--- src/common/coco_defines.svh ---
// CoCo bus widths and memory map
`ifndef COCO_DEFINES_SVH
`define COCO_DEFINES_SVH

// bus and storage widths
`define COCO_ADDR_W 16
`define COCO_DATA_W 8
`define COCO_RAM_AW 15  // 32 KB
`define COCO_ROM_AW 13  // 8 KB system banks
`define COCO_CART_AW 14 // 16 KB cartridge
`define COCO_LOAD_AW 17 // download address, bank index in 16:13

`define COCO_ROM_BANKS 10
`define COCO_RAM_BYTES (1 << `COCO_RAM_AW)
`define COCO_ROM_BANK_BYTES (1 << `COCO_ROM_AW)
`define COCO_CART_BYTES (1 << `COCO_CART_AW)

// returned for reads nothing drives
`define COCO_OPEN_BUS 8'hFF

// final download address must exceed this for a cart to count
`define COCO_CART_MIN_SIZE 17'd256

// region bases
`define COCO_ROM8_BASE 16'h8000 // extended basic
`define COCO_ROMA_BASE 16'hA000 // colour basic
`define COCO_ROMC_BASE 16'hC000 // cartridge / disk rom
`define COCO_PIA0_BASE 16'hFF00
`define COCO_PIA1_BASE 16'hFF20
`define COCO_IO_BASE 16'hFF40   // disk controller window
`define COCO_IO_END 16'hFF60

`endif

--- src/common/cpu_bus_pkg.sv ---
// CPU side bus types
`include "coco_defines.svh"

package cpu_bus_pkg;

	typedef enum logic [2:0] {
		region_ram  = 3'd0,
		region_rom8 = 3'd1,
		region_roma = 3'd2,
		region_romc = 3'd3,
		region_pia0 = 3'd4,
		region_pia1 = 3'd5,
		region_io   = 3'd6,
		region_none = 3'd7
	} bus_region_t;

	// decoded request, offset is relative to the region base
	typedef struct packed {
		logic                    rd;
		logic                    wr;
		bus_region_t             region;
		logic [`COCO_ADDR_W-1:0] offset;
		logic [`COCO_DATA_W-1:0] wdata;
	} bus_req_t;

	typedef struct packed {
		logic                    valid;
		logic [`COCO_DATA_W-1:0] rdata;
	} bus_rsp_t;

	// every byte the select stage might return
	typedef struct packed {
		logic                    valid;
		bus_region_t             region;
		logic [`COCO_DATA_W-1:0] ram;
		logic [`COCO_DATA_W-1:0] sys_tandy;  // rom8 or romA, tandy image
		logic [`COCO_DATA_W-1:0] sys_dragon;
		logic [`COCO_DATA_W-1:0] alt1;       // dragon 64 bank 1
		logic [`COCO_DATA_W-1:0] alt2;       // dragon 64 bank 2
		logic [`COCO_DATA_W-1:0] disk;       // disk rom for current model
		logic [`COCO_DATA_W-1:0] cart;
	} mem_rd_t;

endpackage

--- src/rtl/bus_decode.sv ---
// Bus address decode stage
`include "coco_defines.svh"

module bus_decode import cpu_bus_pkg::*; (
	input  logic                    clk,
	input  logic                    reset_n,
	input  logic                    bus_rd,
	input  logic                    bus_wr,
	input  logic [`COCO_ADDR_W-1:0] bus_addr,
	input  logic [`COCO_DATA_W-1:0] bus_wdata,
	output bus_req_t                req
);

	bus_region_t             region_d;
	logic [`COCO_ADDR_W-1:0] base;

	// fixed memory map, no SAM mapping modes
	always_comb begin
		if (bus_addr < `COCO_ROM8_BASE) begin
			region_d = region_ram;
			base     = '0;
		end else if (bus_addr < `COCO_ROMA_BASE) begin
			region_d = region_rom8;
			base     = `COCO_ROM8_BASE;
		end else if (bus_addr < `COCO_ROMC_BASE) begin
			region_d = region_roma;
			base     = `COCO_ROMA_BASE;
		end else if (bus_addr < `COCO_PIA0_BASE) begin
			region_d = region_romc; // cart space runs up to the pias
			base     = `COCO_ROMC_BASE;
		end else if (bus_addr < `COCO_PIA1_BASE) begin
			region_d = region_pia0;
			base     = `COCO_PIA0_BASE;
		end else if (bus_addr < `COCO_IO_BASE) begin
			region_d = region_pia1;
			base     = `COCO_PIA1_BASE;
		end else if (bus_addr < `COCO_IO_END) begin
			region_d = region_io;
			base     = `COCO_IO_BASE;
		end else begin
			region_d = region_none;
			base     = '0;
		end
	end

	always_ff @(posedge clk) begin
		req.region <= region_d;
		req.offset <= bus_addr - base;
		req.wdata  <= bus_wdata;
		if (!reset_n) begin
			req.rd <= 1'b0;
			req.wr <= 1'b0;
		end else begin
			req.rd <= bus_rd;
			req.wr <= bus_wr; // rom writes pass, memory drops them
		end
	end

	// cpu issues one access per strobe
	a_rd_wr_excl: assert property (@(posedge clk) disable iff (!reset_n)
		!(bus_rd && bus_wr));

endmodule

--- config.mk ---
export PLATFORM = sky130hd
export DESIGN_NAME = bus_decode
export DESIGN_NICKNAME = d
export VERILOG_FILES = /design/src/common/cpu_bus_pkg.sv /design/src/rtl/bus_decode.sv
export VERILOG_INCLUDE_DIRS = /design/src /design/src/common
export SDC_FILE = /design/constraint.sdc
export NUM_CORES = 1
export LEC_CHECK = 0
export ABC_AREA = 1
export BUFFER_PORTS_ARGS = -buffer_cell sky130_fd_sc_hd__buf_2
export CORE_AREA = 2 2 43 74
export CTS_BUF_LIST = sky130_fd_sc_hd__clkbuf_8
export CTS_CLUSTER_DIAMETER = 150
export CTS_CLUSTER_SIZE = 24
export DETAILED_ROUTE_END_ITERATION = 10
export DIE_AREA = 0 0 45 76
export PLACE_DENSITY_LB_ADDON = 0.05
export SLEW_MARGIN = 20
export SYNTH_ARGS = -nofsm -noshare
export SYNTH_HDL_FRONTEND = slang
export SYNTH_SLANG_ARGS = --single-unit
--- constraint.sdc ---
create_clock -name clk -period 2 [get_ports clk]
set_clock_uncertainty 0.1 [all_clocks]
set_input_delay 0.1 -clock clk [delete_from_list [all_inputs] [get_ports clk]]
set_output_delay 0.1 -clock clk [all_outputs]
set_load 0.02 [all_outputs]
==> results of run 1 <==
-- report_power, final --
part	switching [uW]	leakage (uW)	internal (uW)
logic	161	0.000782	116
registers	7.97	0.000244	620
clock network	205	0.0000491	235
-- per-stage QoR --
stage	worst slack, ns	total power [uW]	hold WS [ns]	utilization (%)	cell area, um2
floorplan	0.364	798	0.0277	-	1290
global placement	0.0988	887	0.102	55.9	1600
detailed placement	0.000750	892	0.104	55.9	1600
CTS	0.297	1360	0.0675	65.5	1870
global route	0.0557	1430	0.100	65.5	1870
finish	0.296	1340	0.0708	65.5	1870
-- how the worst max path moves through the flow --
stage                      end  depth (start not counted)  slack (ns)
3_3_place_gp   req[21]$_DFF_P_                         13         0.1
4_1_cts        req[23]$_DFF_P_                         15        0.30
5_1_grt        req[22]$_DFF_P_                         15        0.06
3_5_place_dp   req[23]$_DFF_P_                         15      0.0008
2_1_floorplan  req[23]$_DFF_P_                         14        0.36
6_report       req[23]$_DFF_P_                         15        0.30
-- metal layers --
metal  wire length (um)  GRT usage (%)
met1               1010           16.2
met2               1760           39.9
met3                176           4.74
met4                 74           8.82
met5                  0              0
-- cell type report --
cell class | count | share of cell area [%]
Inverter | 33 | 6.61
Clock buffer | 5 | 3.67
Clock inverter | 3 | 0.734
Sequential cell | 29 | 31.0
Multi-Input combinational cell | 106 | 31.0
Tap cell | 28 | 1.87
Timing Repair Buffer | 75 | 25.1
-- cell families (layout without fill, tap and decap cells) --
logic type	after synthesis	after routing
simple gates	87	87
buf+inv	33	116
flops	29	29
fa+ha+maj	10	10
compound gates	5	5
xor+xnor	4	4
-- cell usage after synthesis --
cell	count
sky130_fd_sc_hd__nand3b_1	1
sky130_fd_sc_hd__inv_2	2
sky130_fd_sc_hd__dfxtp_1	29
sky130_fd_sc_hd__nand2_1	53
sky130_fd_sc_hd__nor2_2	1
sky130_fd_sc_hd__nand2_4	1
sky130_fd_sc_hd__nand4_1	3
sky130_fd_sc_hd__o21ai_0	1
sky130_fd_sc_hd__nand2_2	5
sky130_fd_sc_hd__nand3_2	1
sky130_fd_sc_hd__nor3_1	1
sky130_fd_sc_hd__xor2_2	1
sky130_fd_sc_hd__nor2_1	10
sky130_fd_sc_hd__nand3_1	11
sky130_fd_sc_hd__xor2_1	3
sky130_fd_sc_hd__a21oi_1	4
sky130_fd_sc_hd__inv_1	31
sky130_fd_sc_hd__ha_1	9
sky130_fd_sc_hd__fa_1	1
-- timing repair --
item                                   CTS  global route
hold buffers                            19             0
buffers inserted                         0             0
endpoints found under the hold margin   17             0
resized for setup                        0             0
==> summary by stage, run 1 <==
Status
The run finished with clean final reports.

Global routing
The via count of the first global-routing pass is 1316. After global routing the overflow that remains totals 0. The first global-routing pass estimated 5120 um of wire.

The maximum number of pins on one net before global-route repair is 10. The initial antenna violation count came to 0. The total routing resource utilization after global routing is 20.0%.

Min path
In this run the most critical hold path is launched from bus_addr[5]. The number of cells on the worst hold path is 5. The terminating pin of the worst hold path is req[24]$_SDFF_PN0_.

In this run the worst hold path is classified as primary input to flop.

Clock tree
Clock tree synthesis found a total of 29 sinks. Clock tree synthesis selected as its root buffer the cell sky130_fd_sc_hd__clkbuf_8. Clock-pin slew was measured on the worst setup and hold paths at 0.06 ns.

Counting the buffers created by CTS gives 5. The clock tree synthesis step divided the H-tree into 2 levels. TritonCTS built the clock tree. The number of buffers on the longest clock path is 2.

Drt
The post-route DRC violation count is 0. In this run the remaining antenna-violating nets after routing total 0. The vias after detailed routing is 1289. In this run, the number of DRC markers left after iteration 0 of detailed routing was 16. The first-pass iteration count of the detailed router is 4. In the final routed layout, each cell accounts on average for 10.8 um.

The aggregate routed wire length is 3020 um. Using the TritonRoute via totals, the vias-per-cell ratio works out to 4.62.

Synthesis
The synthesized net count is 206. The synthesized netlist devotes 1.95% of its cell area to compound gates. After synthesis the cells add up to 1290 um2. The simple-gate area share of the yosys netlist is 29.7%. After synthesis, the mean cell area works out to 7.66 um2. During synthesis, Yosys emitted a total of 0 warnings. Of the synthesized area, sequential elements account for 45.1%.

Of the total synthesized cell area, the portion taken by XOR and XNOR cells is 3.31%. After synthesis, the cell types taking the most area are sky130_fd_sc_hd__dfxtp_1, sky130_fd_sc_hd__nand2_1, sky130_fd_sc_hd__inv_1. The number of synthesized register bits is 29. The synthesized netlist contains 19 unique library cells. The top cell type by area accounts for 45.1% of the synthesized area. By area, the combinational part of the netlist is dominated by simple AND/OR/NAND/NOR gates. The synthesized netlist cell count is 168.

The most area-hungry cell type in the Yosys netlist is sky130_fd_sc_hd__dfxtp_1. In the synthesized netlist, mux cells make up 0% of the area. The adder-cell area share of the yosys netlist is 10.3%.

Setup path
The most frequent cell on the critical path is sky130_fd_sc_hd__nand2_1. The capturing element type of the critical path is a flop. STA puts the critical path data required time at 2.07 ns. The highest-delay cell along the critical path is sky130_fd_sc_hd__ha_1. The highest fanout seen on the critical path is 6. The critical path start-end classification is primary input to flop. The first element of the critical path is bus_addr[14].

For this run, the slowest stage of the critical path takes 0.34 ns. The arrival time of data at the critical path endpoint is 1.78 ns. The worst setup path is launched from a primary input. Walking the worst path, the cells encountered are buf_2, nand2_1, nor2_1, nand2_1, inv_2, nand2_2, nand2_1, inv_1, ha_1, nand2_1, inv_1, a21oi_1, nand3_1, nand2_1, nand2_1. The count of buffer and inverter cells on the critical path is 4. The dominant delay contributor by cell family on the critical path is simple AND/OR/NAND/NOR gates.

Die
The top-level I/O count is 57. The overall die height is 76 um. The floorplan has 26 rows.

The full die area is 3420 um2. In this run the horizontal extent of the chip is 45 um. The core outline area is 2860 um2. The effective utilization at floorplan is 44.9%.

Pwr
Summed over all cells, the static leakage comes to 0.00107 uW. The total power density per cell area is 718 nW/um2. The worst ir drop on vdd is 0.525 mV.

Layout
Leaving out filler cells and counting taps, the final layout contains 279. The area overhead of the layout relative to synthesis is 45.7%. The multi-input combinational cells in the finished layout cover a total of 582 um2. The register with the most flip-flops in the layout has 29 of them.

The post-route netlist has 29.5% of its cells at a drive strength greater than 1. The largest registers in the layout are req x29. In the layout the commonest cells are sky130_fd_sc_hd__buf_2, sky130_fd_sc_hd__nand2_1, sky130_fd_sc_hd__inv_1. The register containing the most flip-flops in the final layout is req. The net count of the finished layout is 288. The number of antenna diodes in the final layout is 0. The register area is 581 um2. The library cell used most frequently in the layout, excluding fill and tap cells, is sky130_fd_sc_hd__buf_2. The fill cell instance count of the final layout is 287.

Timing
The slew at the pin closest to its max-slew limit is 0.292 ns. The maximum frequency from static timing analysis is 587 MHz. Setup violations remaining at the end of the flow were counted as 0. Counting I/O delays and the setup requirement, the final critical path takes 1.70 ns. The final total negative setup slack is 0 ns. Measured against its own limit, the worst slew margin works out to 80.5%.

The final critical-path share of the clock period is 85.2%. The number of max-slew violations in the final report is 0. Setup repair after global routing left no endpoint under its margin. The number of hold-slack violations in the final timing report is 0.

Place
After legalization and detailed placement, the total HPWL measured 2330 um. The number of cells after detailed placement is 252. The final weighted congestion in routability-driven placement is 0.848. The number of I/O port buffers is 56.

Job
Max-cap violations in this run came to 0.
(Power assumes the default switching activity.)
==> inputs of run 2 (changes only) <==
--- a/config.mk
+++ b/config.mk
@@ -8,12 +8,12 @@
 export LEC_CHECK = 0
 export ABC_AREA = 1
 export BUFFER_PORTS_ARGS = -buffer_cell sky130_fd_sc_hd__buf_2
-export CORE_AREA = 2 2 43 74
+export CORE_AREA = 2 2 45 78
 export CTS_BUF_LIST = sky130_fd_sc_hd__clkbuf_8
 export CTS_CLUSTER_DIAMETER = 150
 export CTS_CLUSTER_SIZE = 24
 export DETAILED_ROUTE_END_ITERATION = 10
-export DIE_AREA = 0 0 45 76
+export DIE_AREA = 0 0 47 80
 export PLACE_DENSITY_LB_ADDON = 0.05
 export SLEW_MARGIN = 20
 export SYNTH_ARGS = -nofsm -noshare
==> constraint.sdc (replaced) <==
create_clock -name clk -period 1.4 [get_ports clk]
set_clock_uncertainty 0.1 [all_clocks]
set_input_delay 0.07 -clock clk [delete_from_list [all_inputs] [get_ports clk]]
set_output_delay 0.07 -clock clk [all_outputs]
set_load 0.02 [all_outputs]
==> run 2 against run 1 <==
Non-clock buffer count rose by 26. Design area rose by 31%. Critical path depth fell by 3. Sequential cell count did not move. Global-route usage rose by 2.6 points. Power rose by 84%. Clock power rose by 130%. Core utilization rose by 13 points. Sequential power rose by 43%. The flow now finishes with violations (setup timing). First-iteration DRC count rose by 31%. Sequential share of layout area fell by 7.2 points. Die area rose by 9.9%. Critical path type unchanged.
==> summary by stage, run 2 (synthesis gave the netlist of run 1 again) <==
Global routing
The via count of the first global-routing pass is 1516 (was 1316). The initial antenna violation count is 0 (unchanged). The total routing resource utilization after global routing is 22.6% (was 20.0%).

The maximum number of pins on one net before global-route repair is 11 (was 10). The leftover overflow at the end of global routing is 0 (unchanged). The global-route wire length before repair was 6060 um (was 5120 um).

Timing
The final critical-path share of the clock period is 102%. The count of endpoints failing setup in the final report is 1 (was 0). The number of max-slew violations in the final report was 0 (unchanged). The final total negative setup slack is -0.0277 ns (was 0 ns). Setup repair after global routing missed its margin: true (was false). The worst hold-check slack is 0.0218 ns (was 0.0708 ns). The number of hold-slack violations in the final timing report came to 0 (unchanged). Timing would allow up to 700 MHz. The post-layout minimum cycle time is 1.43 ns. The worst-case headroom to the max-slew limit is 85.6% (was 80.5%). The worst setup slack after layout is -0.0277 ns (was 0.296 ns). The slew at the pin closest to its max-slew limit is 0.215 ns (was 0.292 ns).

Setup path
The launching element type of the critical path is a primary input (unchanged). The highest-delay cell along the critical path is sky130_fd_sc_hd__ha_4 (was sky130_fd_sc_hd__ha_1). The critical path start-end classification is primary input to flop (unchanged). The dominant delay contributor by cell family on the critical path is simple AND/OR/NAND/NOR gates (unchanged). The most frequent cell on the critical path is sky130_fd_sc_hd__nand2_1 (unchanged). CP cell instances: buf_4, nand2_4, nor2_4, nand2_4, inv_6, nand2_8, ha_4, nand2_1, nor2_4, nand2_1, nand4_1, nand2_1 (was buf_2, nand2_1, nor2_1, nand2_1, inv_2, nand2_2, nand2_1, inv_1, ha_1, nand2_1, inv_1, a21oi_1, nand3_1, nand2_1, nand2_1). The critical path data required time came to 1.47 ns (was 2.07 ns). The first element of the critical path was bus_addr[9] (was bus_addr[14]).

The highest fanout seen on the critical path came to 6 (unchanged). The biggest cell delay along the critical path is 0.32 ns (was 0.34 ns). The arrival time of data at the critical path endpoint is 1.50 ns (was 1.78 ns). The capturing element type of the critical path is a flop (unchanged). The count of buffer and inverter cells on the critical path is 2 (was 4).

Place
The number of I/O port buffers is 56 (unchanged). The estimated wirelength of the detail-placed design is 2820 um (was 2330 um). The worst slack at placement is -0.389 ns (was 0.000750 ns). The final weighted congestion in routability-driven placement is 0.910 (was 0.848). The number of cells after detailed placement is 293 (was 252).

Clock tree
The clock tree root buffer cell is sky130_fd_sc_hd__clkbuf_8 (unchanged). The number of buffers inserted during clock tree synthesis is 5 (unchanged). The clock-pin slew on the worst setup and hold paths is 0.06 ns (about the same). The number of levels in the clock H-tree is 2 (unchanged). The number of buffers on the longest clock path came to 2 (unchanged). The clock sink count is 29 (unchanged). The clock tree from TritonCTS is yes (unchanged).

Pwr
The worst ir drop on vdd was 0.662 mV (was 0.525 mV). The leakage component of the power is 0.00128 uW (was 0.00107 uW). The total power density per cell area is 1010 nW/um2 (was 718 nW/um2).

Drt
The remaining number of nets flagged by the antenna check after routing came to 0 (unchanged). The number of DRC violations after detailed-routing iteration 0 is 21 (was 16). The aggregate routed wire length was 3850 um (was 3020 um).

The mean routed wirelength per cell came to 12.0 um (was 10.8 um). The post-route DRC violation count was 0 (unchanged). The vias after detailed routing is 1465 (was 1289). The first-pass iteration count of the detailed router is 4 (unchanged). The via density per instance is 4.58 (was 4.62).

Status
The checks that failed: setup timing. Run status: finished with violations (was complete, no violations).

Min path
The launch instance of the worst min-delay path is bus_addr[15] (was bus_addr[5]). The number of cells on the worst hold path came to 4 (was 5). The terminating pin of the worst hold path is req[24]$_SDFF_PN0_ (unchanged). The type of the tightest min-delay check is primary input to flop (unchanged).

Layout
Most frequent cells in the layout: sky130_fd_sc_hd__buf_2, sky130_fd_sc_hd__nand2_1, sky130_fd_sc_hd__buf_4 (was sky130_fd_sc_hd__buf_2, sky130_fd_sc_hd__nand2_1, sky130_fd_sc_hd__inv_1). The register containing the most flip-flops in the final layout is req (unchanged). The number of diodes added for antenna fixing came to 0 (unchanged).

The number of flip-flops in the largest register is 29 (unchanged). The area overhead of the layout relative to synthesis is 90.2% (was 45.7%). The commonest non-fill, non-tap cell in the layout is sky130_fd_sc_hd__buf_2 (unchanged). The number of nets in the final layout came to 314 (was 288).

Biggest registers after layout: req x29 (unchanged). The number of standard cells in the final layout excluding fillers was 320 (was 279). The layout cell share with drive strength beyond 1 is 50.5% (was 29.5%).

Die
The core outline area is 3110 um2 (was 2860 um2). The site row count is 27 (was 26). The full die area is 3760 um2 (was 3420 um2). The horizontal die dimension was 47 um (was 45 um).

The overall die height is 80 um (was 76 um). The top-level I/O count is 57 (unchanged). The effective utilization at floorplan was 41.4% (was 44.9%).

Job
The max-capacitance violation count is 0 (unchanged).
[run 2: cell types whose count changed in the layout (fill, tap and decap cells not counted), moves of 4 or more]
cell                      delta
sky130_fd_sc_hd__buf_4      +30
sky130_fd_sc_hd__nand2_1    -10
sky130_fd_sc_hd__buf_2       -8
sky130_fd_sc_hd__ha_1        -8
sky130_fd_sc_hd__ha_4        +7
sky130_fd_sc_hd__inv_1       -7
sky130_fd_sc_hd__inv_2       +5
sky130_fd_sc_hd__nand2_4     +5
sky130_fd_sc_hd__a21oi_1     -4
sky130_fd_sc_hd__buf_6       +4
sky130_fd_sc_hd__nor2_1      -4
sky130_fd_sc_hd__nor2_4      +4
[run 2: layout make-up]
| type | instances | area (um2) |
|---|---|---|
| Tap cell | 43 | 53.8 |
| Sequential cell | 29 | 581 |
| Timing Repair Buffer | 101 | 711 |
| Clock buffer | 5 | 68.8 |
| Clock inverter | 3 | 65.1 |
| Inverter | 33 | 129 |
| Fill cell | 245 | 662 |
| Multi-Input combinational cell | 106 | 838 |
[run 2: worst max-delay path by stage]
stage,endpoint,cells after the start
2_1_floorplan,req[22]$_DFF_P_,14
3_3_place_gp,req[22]$_DFF_P_,14
3_5_place_dp,req[22]$_DFF_P_,14
4_1_cts,req[22]$_DFF_P_,14
5_1_grt,req[19]$_DFF_P_,12
6_report,req[22]$_DFF_P_,12
[run 2: layer usage]
metal | share of wire, % | GRT usage [%]
met1 | 33 | 20.0
met4 | 4.0 | 12.8
met5 | 0 | 0
met2 | 59 | 42.9
met3 | 4.5 | 4.30
[run 2: stage by stage]
| stage | area, um2 | power (uW) | util [%] |
|---|---|---|---|
| 3_5_place_dp | 2000 | 1390 | 64.4 |
| 6_report | 2450 | 2470 | 78.7 |
| 5_1_grt | 2450 | 2580 | 78.7 |
| 3_3_place_gp | 2000 | 1380 | 64.4 |
| 2_1_floorplan | 1470 | 1190 | - |
| 4_1_cts | 2350 | 2470 | 75.5 |
[run 2: repair_timing]
item / CTS / global route
buffers inserted: 1 / 1
resized for setup: 8 / 23
hold buffers: 17 / 0
pin swaps: 5 / 7
endpoints found under the setup margin: 6 / 7
endpoints found under the hold margin: 15 / 0
[run 2: power by group]
group	total, uW	internal, uW	switching [uW]	leakage (uW)
clock network	1020	706	315	0.0000681
logic	549	258	291	0.000970
registers	900	886	13.5	0.000244
[run 2: tightest hold or removal path, delay by kind of cell]
kind	cells	cell delay, ns
buf+inv	3	0.24
simple gates	1	0.07
==> inputs of run 3 (changes only) <==
--- a/config.mk
+++ b/config.mk
@@ -8,12 +8,11 @@
 export LEC_CHECK = 0
 export ABC_AREA = 1
 export BUFFER_PORTS_ARGS = -buffer_cell sky130_fd_sc_hd__buf_2
-export CORE_AREA = 2 2 45 78
-export CTS_BUF_LIST = sky130_fd_sc_hd__clkbuf_8
+export CORE_AREA = 2 2 46 80
 export CTS_CLUSTER_DIAMETER = 150
 export CTS_CLUSTER_SIZE = 24
 export DETAILED_ROUTE_END_ITERATION = 10
-export DIE_AREA = 0 0 47 80
+export DIE_AREA = 0 0 48 82
 export PLACE_DENSITY_LB_ADDON = 0.05
 export SLEW_MARGIN = 20
 export SYNTH_ARGS = -nofsm -noshare
==> run 3 against run 2 <==
The run now ends clean. Wire length shrank 8.9%. Setup slack gained 0.048 ns. Sequential share of layout area grew 0.25 points. Final cell count grew 1.3%. Hold slack gained 0.021 ns. Non-clock buffer count grew 2. Via count shrank 5.8%. Critical endpoint unchanged. Largest power group is now sequential cells.
==> summary by stage, run 3 (synthesis gave the netlist of run 1 again) <==
Place
The post-place instance area came to 2000 um2 (about the same). The estimated wirelength of the detail-placed design was 2630 um (was 2820 um). The number of I/O port buffers is 56 (unchanged).

The final weighted congestion in routability-driven placement is 0.856 (was 0.910). The worst slack at placement was -0.382 ns (was -0.389 ns).

Clock tree
The clock tree root buffer cell is sky130_fd_sc_hd__clkbuf_8 (unchanged). The number of levels in the clock H-tree is 2 (unchanged). The number of buffers on the longest clock path is 2 (unchanged). The clock sink count is 29 (unchanged). The clock tree from TritonCTS is yes (unchanged). The clock-pin slew on the worst setup and hold paths was 0.06 ns (about the same). The number of buffers inserted during clock tree synthesis is 5 (unchanged).

Die
The top-level I/O count came to 57 (unchanged). The effective utilization at floorplan is 38.6% (was 41.4%). The horizontal die dimension is 48 um (was 47 um). The site row count is 28 (was 27).

The full die area is 3940 um2 (was 3760 um2). The overall die height came to 82 um (was 80 um). The core outline area was 3330 um2 (was 3110 um2).

Setup path
The endpoint of the worst setup timing path is req[22]$_DFF_P_ (unchanged). The critical path data required time is 1.47 ns (about the same). The capturing element type of the critical path is a flop (unchanged).

The launching element type of the critical path is a primary input (unchanged). The arrival time of data at the critical path endpoint is 1.45 ns (was 1.50 ns). The highest fanout seen on the critical path came to 6 (unchanged). The first element of the critical path is bus_addr[10] (was bus_addr[9]). The critical path start-end classification is primary input to flop (unchanged).

Timing
The worst hold-check slack is 0.0431 ns (was 0.0218 ns). The worst-case headroom to the max-slew limit is 88.5% (was 85.6%). The worst setup slack after layout came to 0.0199 ns (was -0.0277 ns). The maximum frequency from static timing analysis is 725 MHz (was 700 MHz). The post-layout minimum cycle time is 1.38 ns (was 1.43 ns).

The final critical-path share of the clock period is 98.6% (was 102%). The slew at the pin closest to its max-slew limit is 0.171 ns (was 0.215 ns). The number of hold-slack violations in the final timing report is 0 (unchanged). Setup repair after global routing missed its margin: true (unchanged). The count of endpoints failing setup in the final report was 0 (was 1). The number of max-slew violations in the final report is 0 (unchanged).

Drt
The number of DRC violations after detailed-routing iteration 0 is 24 (was 21). The mean routed wirelength per cell is 10.8 um (was 12.0 um). The aggregate routed wire length is 3510 um (was 3850 um). The vias after detailed routing is 1380 (was 1465). The post-route DRC violation count is 0 (unchanged).

The remaining number of nets flagged by the antenna check after routing is 0 (unchanged). The via density per instance was 4.26 (was 4.58). The first-pass iteration count of the detailed router is 4 (unchanged).

Layout
The register containing the most flip-flops in the final layout was req (unchanged). The layout cell share with drive strength beyond 1 was 49.1% (was 50.5%). The design area is 2420 um2 (was 2450 um2). The number of diodes added for antenna fixing is 0 (unchanged).

The number of nets in the final layout is 316 (was 314). The number of flip-flops in the largest register is 29 (unchanged). Most frequent cells in the layout: sky130_fd_sc_hd__buf_2, sky130_fd_sc_hd__nand2_1, sky130_fd_sc_hd__buf_4 (unchanged). The area overhead of the layout relative to synthesis is 88.2% (was 90.2%). The commonest non-fill, non-tap cell in the layout is sky130_fd_sc_hd__buf_2 (unchanged). The final core utilization is 72.7% (was 78.7%).

Biggest registers after layout: req x29 (unchanged).

Job
The max-capacitance violation count is 0 (unchanged).

Global routing
The via count of the first global-routing pass was 1360 (was 1516). The leftover overflow at the end of global routing is 0 (unchanged). The total routing resource utilization after global routing is 19.2% (was 22.6%). The initial antenna violation count is 0 (unchanged). The maximum number of pins on one net before global-route repair is 10 (was 11).

The global-route wire length before repair is 5330 um (was 6060 um).

Pwr
The total design power is 2180 uW (was 2470 uW). The worst ir drop on vdd is 0.597 mV (was 0.662 mV). The total power density per cell area came to 902 nW/um2 (was 1010 nW/um2). The leakage component of the power is 0.00128 uW (about the same).

Status
Run status: complete, no violations (was finished with violations).

Min path
The type of the tightest min-delay check was primary input to flop (unchanged).
==> run 3: cell count changes in the layout (fill, tap and decap cells not counted), moves of 2 or more <==
cell	delta
sky130_fd_sc_hd__inv_1	+3
sky130_fd_sc_hd__buf_4	+2
sky130_fd_sc_hd__inv_2	-4
sky130_fd_sc_hd__bufinv_16	-2
sky130_fd_sc_hd__clkbuf_8	+2
==> run 3: layout make-up <==
type	count	area, um2
tap	45	56.3
multi-input combinational	106	822
inverter	33	131
clock inverter	1	5.00
fill	272	907
sequential	29	581
clock buffer	7	96.3
timing repair buffer	103	729
==> run 3: timing repair <==
action / CTS / global route
setup buffers: 2 / 2
setup endpoints to repair: 5 / 6
resized for setup: 5 / 22
endpoints found under the hold margin: 15 / 0
pin swaps: 4 / 20
gates cloned: 0 / 0
hold buffers: 17 / 0
==> run 3: where the power goes <==
| part | leakage, uW | switching [uW] | internal [uW] | total (uW) |
|---|---|---|---|---|
| registers | 0.000244 | 12.5 | 886 | 899 |
| clock network | 0.0000542 | 294 | 443 | 737 |
| logic | 0.000981 | 283 | 265 | 548 |
| total | 0.00128 | 590 | 1590 | 2180 |
==> run 3: routing by layer <==
metal | vias up | wire, um | GRT usage, %
li1 | 730 | - | -
met1 | 600 | 1250 | 17.5
met2 | 45 | 2030 | 36.9
met3 | 5 | 174 | 3.52
met4 | 0 | 56 | 8.92
met5 | - | 0 | 0
==> run 3: worst max-delay path, cell delays in order <==
cell and delay [ns]:
sky130_fd_sc_hd__buf_8 0.08, sky130_fd_sc_hd__nand2_4 0.05, sky130_fd_sc_hd__nor2_4 0.14, sky130_fd_sc_hd__nand2_4 0.09
sky130_fd_sc_hd__inv_6 0.08, sky130_fd_sc_hd__nand2_8 0.09, sky130_fd_sc_hd__nand2_4 0.08, sky130_fd_sc_hd__inv_4 0.03
sky130_fd_sc_hd__ha_4 0.26, sky130_fd_sc_hd__nand2_4 0.09, sky130_fd_sc_hd__inv_2 0.04, sky130_fd_sc_hd__a21oi_2 0.15
sky130_fd_sc_hd__nand3_1 0.09, sky130_fd_sc_hd__nand2_1 0.06, sky130_fd_sc_hd__nand2_1 0.04
==> run 3: how the worst min path moves through the flow <==
stage                 start                  to  slack [ns]  depth (start not counted)
2_1_floorplan  bus_wdata[0]      req[0]$_DFF_P_      -0.002                          0
3_3_place_gp    bus_addr[1]      req[9]$_DFF_P_        0.07                          1
3_5_place_dp    bus_addr[0]      req[8]$_DFF_P_        0.07                          1
4_1_cts        bus_addr[15]  req[24]$_SDFF_PN0_        0.06                          4
5_1_grt        bus_addr[15]  req[24]$_SDFF_PN0_        0.07                          4
6_report       bus_addr[15]  req[24]$_SDFF_PN0_        0.04                          4
==> run 3: through the flow <==
step                cells  setup TNS [ns]
floorplan             168          -0.185
global placement      295           -2.22
detailed placement    295           -2.56
CTS                   322               0
global route          324          -0.258
finish                324               0
